File: src/verilog/hl_params.svh
//////////////////////////////
// constants for the command path: frame format,
// register addresses and watchdog timing
// include where a module needs them
//////////////////////////////

`ifndef HL_PARAMS_SVH
`define HL_PARAMS_SVH

// frame format
`define HL_SYNC_BYTE      8'h7F
`define HL_SYNC_COUNT     3
`define HL_CMD_BYTES      5
`define HL_RESP_BYTES     5

// register addresses decoded in the control block
`define HL_ADDR_GENERAL   6'h00
`define HL_ADDR_TX        6'h09

// clk_ctrl cycles per millisecond tick
`define HL_TICKS_PER_MSEC 2500
// ticks with no command before transmit is dropped
`define HL_WDOG_MSEC      4

`endif
File: src/verilog/hl_radio_pkg.sv
//////////////////////////////
// radio side types: current settings, transmit
// status and the first byte of a response
//////////////////////////////

package hl_radio_pkg;

  typedef struct packed {
    logic [1:0] rate;
    logic [3:0] num_rx_m1;
    logic [7:0] drive_level;
    logic       pa_en;
  } radio_cfg_t;

  typedef struct packed {
    logic tx_en;
    // inhibit after the 2-flop synchronizer
    logic inhibit;
    logic wdog_trip;
  } tx_status_t;

  // response byte 0
  typedef struct packed {
    logic [5:0] addr;
    logic       tx_en;
    logic       inhibit;
  } resp_hdr_t;

endpackage

File: src/verilog/hl_cmd_pkg.sv
//////////////////////////////
// command types for the downstream control path
// one command as parsed from C0..C4, plus the two
// register views of its 32-bit data word
//////////////////////////////

package hl_cmd_pkg;

  // C0 in the top byte, then C1..C4 in data
  typedef struct packed {
    logic        resp_rqst;
    logic [5:0]  addr;
    logic        mox;
    logic [31:0] data;
  } cmd_t;

  // address 0x00: sample rate and receiver count
  typedef struct packed {
    logic [5:0]  rsvd_c1;
    logic [1:0]  rate;
    logic [15:0] rsvd_c2_c3;
    logic        rsvd_c4_hi;
    logic [3:0]  num_rx_m1;
    logic [2:0]  rsvd_c4_lo;
  } general_word_t;

  // address 0x09: drive level and PA enable
  typedef struct packed {
    logic [7:0]  drive_level;
    logic [3:0]  rsvd_c2_hi;
    logic        pa_en;
    logic [2:0]  rsvd_c2_lo;
    logic [15:0] rsvd_c3_c4;
  } tx_word_t;

  typedef union packed {
    general_word_t general;
    tx_word_t      tx;
  } cmd_word_u;

endpackage

File: src/verilog/hl_ctrl_top.sv
//////////////////////////////
// command path top: parser, control registers,
// transmit guard and response serializer
//////////////////////////////

`timescale 1ns/10ps

module hl_ctrl_top (
  input  logic                      clk_ctrl,
  input  logic                      rst_n_i,
  input  logic                      eth_valid_i,
  input  logic [7:0]                eth_data_i,
  input  logic                      tx_inhibit_i,
  output hl_radio_pkg::radio_cfg_t  cfg_o,
  output logic                      tx_en_o,
  output logic                      resp_valid_o,
  output logic [7:0]                resp_byte_o
);

  hl_cmd_pkg::cmd_t          cmd;
  logic                      cmd_stb;
  logic                      mox_req;
  hl_radio_pkg::tx_status_t  tx_status;

  //////////////////////////////
  // input side
  ds_frame_parser u_parser (
    .clk_ctrl    (clk_ctrl),
    .rst_n_i     (rst_n_i),
    .eth_valid_i (eth_valid_i),
    .eth_data_i  (eth_data_i),
    .cmd_o       (cmd),
    .cmd_stb_o   (cmd_stb)
  );

  //////////////////////////////
  // processing
  ctrl_regs u_regs (
    .clk_ctrl  (clk_ctrl),
    .rst_n_i   (rst_n_i),
    .cmd_i     (cmd),
    .cmd_stb_i (cmd_stb),
    .cfg_o     (cfg_o),
    .mox_req_o (mox_req)
  );

  tx_guard u_guard (
    .clk_ctrl     (clk_ctrl),
    .rst_n_i      (rst_n_i),
    .mox_req_i    (mox_req),
    .cmd_stb_i    (cmd_stb),
    .tx_inhibit_i (tx_inhibit_i),
    .status_o     (tx_status)
  );

  assign tx_en_o = tx_status.tx_en;

  //////////////////////////////
  // output side
  resp_serializer u_resp (
    .clk_ctrl     (clk_ctrl),
    .rst_n_i      (rst_n_i),
    .cmd_i        (cmd),
    .cmd_stb_i    (cmd_stb),
    .status_i     (tx_status),
    .resp_valid_o (resp_valid_o),
    .resp_byte_o  (resp_byte_o)
  );

endmodule

File: src/verilog/resp_serializer.sv
//////////////////////////////
// response serializer: on a command asking for a
// reply, sends the header byte then C1..C4
//////////////////////////////

`timescale 1ns/10ps
`include "hl_params.svh"

module resp_serializer (
  input  logic                      clk_ctrl,
  input  logic                      rst_n_i,
  input  hl_cmd_pkg::cmd_t          cmd_i,
  input  logic                      cmd_stb_i,
  input  hl_radio_pkg::tx_status_t  status_i,
  output logic                      resp_valid_o,
  output logic [7:0]                resp_byte_o
);

  localparam int CNT_W = $clog2(`HL_RESP_BYTES);

  hl_radio_pkg::resp_hdr_t  hdr;
  logic [31:0]              data_sr;
  logic [CNT_W-1:0]         byte_cnt;
  logic                     start;

  assign start = cmd_stb_i & cmd_i.resp_rqst;

  always_ff @(posedge clk_ctrl or negedge rst_n_i) begin
    if (!rst_n_i) begin
      resp_valid_o <= 1'b0;
      byte_cnt     <= '0;
    end else if (start) begin
      resp_valid_o <= 1'b1;
      byte_cnt     <= '0;
    end else if (resp_valid_o) begin
      byte_cnt <= byte_cnt + 1'b1;
      if (byte_cnt == CNT_W'(`HL_RESP_BYTES - 1)) begin
        resp_valid_o <= 1'b0;
      end
    end
  end

  // header and data, tx state as held at the strobe
  always_ff @(posedge clk_ctrl) begin
    if (start) begin
      hdr     <= '{addr: cmd_i.addr, tx_en: status_i.tx_en, inhibit: status_i.inhibit};
      data_sr <= cmd_i.data;
    end else if (resp_valid_o && byte_cnt != '0) begin
      data_sr <= {data_sr[23:0], 8'h00};
    end
  end

  always_comb begin
    if (!resp_valid_o) begin
      resp_byte_o = 8'h00;
    end else if (byte_cnt == '0) begin
      resp_byte_o = hdr;
    end else begin
      resp_byte_o = data_sr[31:24];
    end
  end

  // frame spacing keeps a second request out of a running reply
  a_no_overlap : assert property (@(posedge clk_ctrl) disable iff (!rst_n_i)
    start |-> !resp_valid_o);

endmodule

File: src/verilog/tx_guard.sv
//////////////////////////////
// transmit guard that syncs the inhibit pin, makes the
// millisecond tick and drops transmit when commands
// stop arriving
//////////////////////////////

`timescale 1ns/10ps
`include "hl_params.svh"

module tx_guard (
  input  logic                      clk_ctrl,
  input  logic                      rst_n_i,
  input  logic                      mox_req_i,
  input  logic                      cmd_stb_i,
  input  logic                      tx_inhibit_i,
  output hl_radio_pkg::tx_status_t  status_o
);

  localparam int TICK_W = $clog2(`HL_TICKS_PER_MSEC);
  localparam int MSEC_W = $clog2(`HL_WDOG_MSEC + 1);

  logic               inh_meta;
  logic               inh_sync;
  logic [TICK_W-1:0]  tick_cnt;
  logic               msec_tick;
  logic [MSEC_W-1:0]  msec_cnt;
  logic               wdog_trip;
  logic               tx_en;

  assign msec_tick = (tick_cnt == TICK_W'(`HL_TICKS_PER_MSEC - 1));

  always_ff @(posedge clk_ctrl or negedge rst_n_i) begin
    if (!rst_n_i) begin
      inh_meta  <= 1'b0;
      inh_sync  <= 1'b0;
      tick_cnt  <= '0;
      msec_cnt  <= '0;
      wdog_trip <= 1'b0;
      tx_en     <= 1'b0;
    end else begin
      // async pin through two flops
      inh_meta <= tx_inhibit_i;
      inh_sync <= inh_meta;

      // free running divider
      tick_cnt <= msec_tick ? '0 : tick_cnt + 1'b1;

      if (cmd_stb_i) begin
        msec_cnt  <= '0;
        wdog_trip <= 1'b0;
      end else if (msec_tick && !wdog_trip) begin
        if (msec_cnt == MSEC_W'(`HL_WDOG_MSEC - 1)) begin
          wdog_trip <= 1'b1;
        end else begin
          msec_cnt <= msec_cnt + 1'b1;
        end
      end

      tx_en <= mox_req_i & ~inh_sync & ~wdog_trip;
    end
  end

  assign status_o = '{tx_en: tx_en, inhibit: inh_sync, wdog_trip: wdog_trip};

  // pin high three edges back keeps transmit off
  a_inhibit_wins : assert property (@(posedge clk_ctrl) disable iff (!rst_n_i)
    tx_en |-> !$past(tx_inhibit_i, 3));

endmodule

File: src/verilog/ctrl_regs.sv
//////////////////////////////
// control registers that decode commands into the
// radio settings and hold the MOX request
//////////////////////////////

`timescale 1ns/10ps
`include "hl_params.svh"

module ctrl_regs (
  input  logic                      clk_ctrl,
  input  logic                      rst_n_i,
  input  hl_cmd_pkg::cmd_t          cmd_i,
  input  logic                      cmd_stb_i,
  output hl_radio_pkg::radio_cfg_t  cfg_o,
  output logic                      mox_req_o
);

  hl_cmd_pkg::cmd_word_u word;

  assign word = cmd_i.data;

  always_ff @(posedge clk_ctrl or negedge rst_n_i) begin
    if (!rst_n_i) begin
      cfg_o     <= '0;
      mox_req_o <= 1'b0;
    end else if (cmd_stb_i) begin
      // every command carries MOX
      mox_req_o <= cmd_i.mox;
      case (cmd_i.addr)
        `HL_ADDR_GENERAL: begin
          cfg_o.rate      <= word.general.rate;
          cfg_o.num_rx_m1 <= word.general.num_rx_m1;
        end
        `HL_ADDR_TX: begin
          cfg_o.drive_level <= word.tx.drive_level;
          cfg_o.pa_en       <= word.tx.pa_en;
        end
        default: begin
          // other registers live elsewhere
        end
      endcase
    end
  end

  // settings move only right after a command strobe
  a_cfg_on_stb : assert property (@(posedge clk_ctrl) disable iff (!rst_n_i)
    $changed(cfg_o) |-> $past(cmd_stb_i));

endmodule

File: src/verilog/ds_frame_parser.sv
//////////////////////////////
// downstream frame parser: hunts for the sync run,
// then collects C0..C4 into one command and pulses
// cmd_stb_o one cycle after C4 is taken
//////////////////////////////

`timescale 1ns/10ps
`include "hl_params.svh"

module ds_frame_parser (
  input  logic                clk_ctrl,
  input  logic                rst_n_i,
  input  logic                eth_valid_i,
  input  logic [7:0]          eth_data_i,
  output hl_cmd_pkg::cmd_t    cmd_o,
  output logic                cmd_stb_o
);

  localparam int CMD_W  = $bits(hl_cmd_pkg::cmd_t);
  localparam int SYNC_W = $clog2(`HL_SYNC_COUNT);
  localparam int IDX_W  = $clog2(`HL_CMD_BYTES);

  typedef enum logic {ST_HUNT, ST_CMD} state_t;

  state_t             state;
  logic [SYNC_W-1:0]  sync_cnt;
  logic [IDX_W-1:0]   byte_idx;
  logic               c4_seen;
  logic [CMD_W-1:0]   cmd_sr;

  //////////////////////////////
  // sync hunt and byte index
  always_ff @(posedge clk_ctrl or negedge rst_n_i) begin
    if (!rst_n_i) begin
      state     <= ST_HUNT;
      sync_cnt  <= '0;
      byte_idx  <= '0;
      c4_seen   <= 1'b0;
      cmd_stb_o <= 1'b0;
    end else begin
      c4_seen   <= 1'b0;
      cmd_stb_o <= c4_seen;
      if (eth_valid_i) begin
        case (state)
          ST_HUNT: begin
            if (eth_data_i == `HL_SYNC_BYTE) begin
              if (sync_cnt == SYNC_W'(`HL_SYNC_COUNT - 1)) begin
                state    <= ST_CMD;
                sync_cnt <= '0;
                byte_idx <= '0;
              end else begin
                sync_cnt <= sync_cnt + 1'b1;
              end
            end else begin
              // broken run, start over
              sync_cnt <= '0;
            end
          end
          ST_CMD: begin
            byte_idx <= byte_idx + 1'b1;
            if (byte_idx == IDX_W'(`HL_CMD_BYTES - 1)) begin
              c4_seen <= 1'b1;
              state   <= ST_HUNT;
            end
          end
          default: state <= ST_HUNT;
        endcase
      end
    end
  end

  // C0 ends up in the top byte after five shifts
  always_ff @(posedge clk_ctrl) begin
    if (eth_valid_i && state == ST_CMD) begin
      cmd_sr <= {cmd_sr[CMD_W-9:0], eth_data_i};
    end
  end

  // holds until the next frame's C0, well after the strobe
  assign cmd_o = hl_cmd_pkg::cmd_t'(cmd_sr);

  // a frame is at least eight strobes long
  a_stb_single : assert property (@(posedge clk_ctrl) disable iff (!rst_n_i)
    cmd_stb_o |=> !cmd_stb_o);

endmodule

File: config.mk
export PLATFORM = sky130hd
export DESIGN_NAME = hl_ctrl_top
export DESIGN_NICKNAME = d
export VERILOG_FILES = /design/src/verilog/hl_radio_pkg.sv /design/src/verilog/hl_cmd_pkg.sv /design/src/verilog/hl_ctrl_top.sv /design/src/verilog/resp_serializer.sv /design/src/verilog/tx_guard.sv /design/src/verilog/ctrl_regs.sv /design/src/verilog/ds_frame_parser.sv
export VERILOG_INCLUDE_DIRS = /design/src /design/src/verilog
export SDC_FILE = /design/constraint.sdc
export NUM_CORES = 1
export LEC_CHECK = 0
export BUFFER_PORTS_ARGS = -buffer_cell sky130_fd_sc_hd__buf_2
export CAP_MARGIN = 40
export CORE_MARGIN = 2
export CORE_UTILIZATION = 55
export CTS_CLUSTER_SIZE = 40
export DETAILED_ROUTE_END_ITERATION = 6
export PLACE_DENSITY_LB_ADDON = 0.12
export SLEW_MARGIN = 5
export SYNTH_ARGS = -nofsm -noshare
export SYNTH_HDL_FRONTEND = slang
export SYNTH_SLANG_ARGS = --single-unit
File: constraint.sdc
create_clock -name clk_ctrl -period 3.1 [get_ports clk_ctrl]
set_clock_uncertainty 0.15 [all_clocks]
set_input_delay 0.155 -clock clk_ctrl [delete_from_list [all_inputs] [get_ports clk_ctrl]]
set_output_delay 0.155 -clock clk_ctrl [all_outputs]
set_load 0.005 [all_outputs]
==> flow_summary_export.csv <==
group,metric,value,unit
outcome,status,"finished clean",
floorplan,core_area,0.008721,mm²
floorplan,dieArea,0.009756,mm²
sta,rsz0062_at_grt,"false",
synthesis,yosysWarnings,0,
sta,final-setup-viol-count,0,
pwr,power,3.829,mW
detailed_routing,first_iter_violations,152,
placed_design,place_congestion,0.8068,
synthesis,synthArstFlopShare,37.01,%
sta,tightest_slew,0.7038,ns
synthesis,synth_flop_cell,"edfxtp_1",
placed_design,hpwl,5436,µm
detailed_routing,via_count,2879,
finish,final_cell_mix,"nand2_1 (100), edfxtp_1 (80), dfrtp_1 (47), buf_2 (36), mux2_2 (19)",
placed_design,dp_slack,1.019,ns
sta,timing.final.hold_violations,0,
placed_design,dp_cells,505,
clock_network,clk_path_buf_depth,2,
sta,slew_viol_final,0,
worst_setup_path,start_kind,"register",
synthesis,synth_top_area_cell,"edfxtp_1",
synthesis,ys_types,38,
global_route,antenna_found_initial,0,
detailed_routing,drtAntennaViolNets,0,
sta,slew_headroom,53.03,%
worst_setup_path,critPathKind,"reg2out",
sta,worst_slack,0.7903,ns
worst_setup_path,worst_ep_required_time,2.79,ns
clock_network,cts_resized,0,
run,drv_cap,0,
floorplan,die_h,98.77,µm
floorplan,initial_core_util,56.64,%
clock_network,cts_tree,"built",
synthesis,synth_edf_count,80,
floorplan,die_width,98.77,µm
detailed_routing,wl_per_cell,15.66,µm
sta,timing.final.crit_share,74.51,%
clock_network,path_clk_slew,0.06,ns
global_route,grt_util_all_layers,19.27,%
synthesis,synthTopCellsByArea,"edfxtp_1 (49%), dfrtp_1 (24%), nand2_1 (7.6%)",
min_path,hp-class,"in2async",
finish,area_growth_syn_to_layout,21.63,%
finish,design_area,0.006008,mm²
floorplan,ios,37,
sta,period_minus_slack,2.310,ns
detailed_routing,wl,8579,µm
synthesis,syn_inst,364,
finish,final_cells,548,
sta,hold_ws,0.06613,ns
synthesis,seq_area_frac_synth,72.44,%
floorplan,row_count,34,
synthesis,syn_area_per_cell,13.57,µm²
finish,drive_above_1_share,22.05,%
global_route,grt_pass1_vias,2933,
worst_setup_path,crit_path_end_kind,"output port",
detailed_routing,drc_errors,0,
global_route,grt_overflow_total,0,
clock_network,clock-sinks,127,
worst_setup_path,critPathArrivalTime,2.00,ns
synthesis,ys_ff_latch,127,
placed_design,port_buffers,36,
finish,fin_util,68.90,%
sta,fin_setup_tns,0,ns
pwr,leakagePower,2.508,nW
detailed_routing,top_layer,"met4",
clock_network,ctsRootBufferMaster,"clkbuf_8",
pwr,power_per_cell_area,637.4,mW/mm²
global_route,grt_max_degree,29,
clock_network,h-tree-depth,4,
synthesis,syn_area,0.004940,mm²
sta,fmax,432.9,MHz
synthesis,yosys.area.top_type_share,48.63,%
global_route,grt_pass1_wl,14360,µm
clock_network,cts_buffers,17,
detailed_routing,dr_wl_met2,4262,µm
detailed_routing,wl_met3,265,µm
worst_setup_path,critPathMaxFanout,8,
finish,final_common_cell,"nand2_1",
placed_design,placed_area,0.005294,mm²
detailed_routing,vias_per_cell,5.254,
finish,insertedDiodeCount,0,
pwr,vdd_drop_max,0.3760,mV
detailed_routing,m1WireLength,3970,µm
finish,nets,446,
clock_network,clk_latency,0.50,ns
detailed_routing,dr.pass1.iters,4,
synthesis,syn_nets,383,
==> registers in the layout, indices dropped and copies added (netlist names), 2 cells and up <==
register	count
u_parser.cmd_o	40
u_resp.data_sr	32
u_regs.cfg_o	15
u_resp.byte_cnt	3
u_parser.sync_cnt	2
u_guard.tick_cnt	12
u_resp.hdr	8
u_parser.byte_idx	3
u_guard.msec_cnt	3
==> layout make-up <==
type | instances | area (µm²)
clock buffers | 21 | 439.2
fillers | 608 | 2713
repair buffers | 54 | 367.9
flip-flops and latches | 127 | 3578
inverters | 9 | 33.78
multi-input cells | 218 | 1289
well taps | 108 | 135.1
clock inverters | 11 | 165.2
==> cell usage after synthesis (5+ instances only) <==
library cell / number
nor2b_1: 8
o21ai_0: 6
nand4_1: 6
mux2_2: 19
a21boi_0: 8
and3_1: 9
ha_1: 7
nor2_1: 11
nand3_1: 5
dfrtp_1: 47
edfxtp_1: 80
nand2_1: 100
inv_1: 9
clkbuf_1: 8
==> routing by layer <==
layer,vias to the layer above,track usage [%]
li1,1404,-
met1,1402,25.75
met2,66,30.82
met3,7,5.106
met4,0,6.955
met5,-,0
==> cells by family after synthesis <==
group | after synthesis | share of synthesized area [%]
AND/OR/NAND/NOR | 157 | 14.74
flip-flops | 127 | 72.44
AO/OA/AOI/OAI | 25 | 3.420
multiplexers | 21 | 4.737
buffers and inverters | 19 | 1.469
XOR/XNOR | 8 | 1.418
adder cells (fa/ha/maj) | 7 | 1.773
==> critical path, cell delays in order, from the launching register on <==
cell      delay [ns]
dfrtp_1         0.41
inv_1           0.07
ha_1            0.17
nor2b_1         0.45
nand2_1         0.12
a21boi_0        0.15
buf_2           0.13
==> worst paths after layout <==
kind                                     from              endpoint  slack [ns]  cells past startpoint
setup / recovery           u_resp.byte_cnt[0]        resp_byte_o[5]        0.79                      6
hold / removal                        rst_n_i  u_parser.sync_cnt[1]        0.07                      2
setup reg to reg           u_resp.byte_cnt[0]     u_resp.data_sr[8]        0.99                      6
hold reg to reg              u_parser.c4_seen    u_parser.cmd_stb_o        0.20                      0
max in group asynchronous             rst_n_i   u_guard.msec_cnt[2]        1.96                      3
min in group clk_ctrl            tx_inhibit_i      u_guard.inh_meta        0.15                      2
==> power by group <==
group | leakage (nW) | internal, mW | switching (mW) | total, mW
clock | 0.296 | 1.32 | 0.681 | 2.00
combinational | 0.962 | 0.0157 | 0.0191 | 0.0348
sequential | 1.25 | 1.79 | 0.000691 | 1.79
==> what timing repair did <==
action | 4_1_cts | 5_1_grt
endpoints found under the hold margin | 38 | 0
buffers inserted | 0 | 0
hold buffers | 11 | 0
Power figures use the tool's default switching activity.
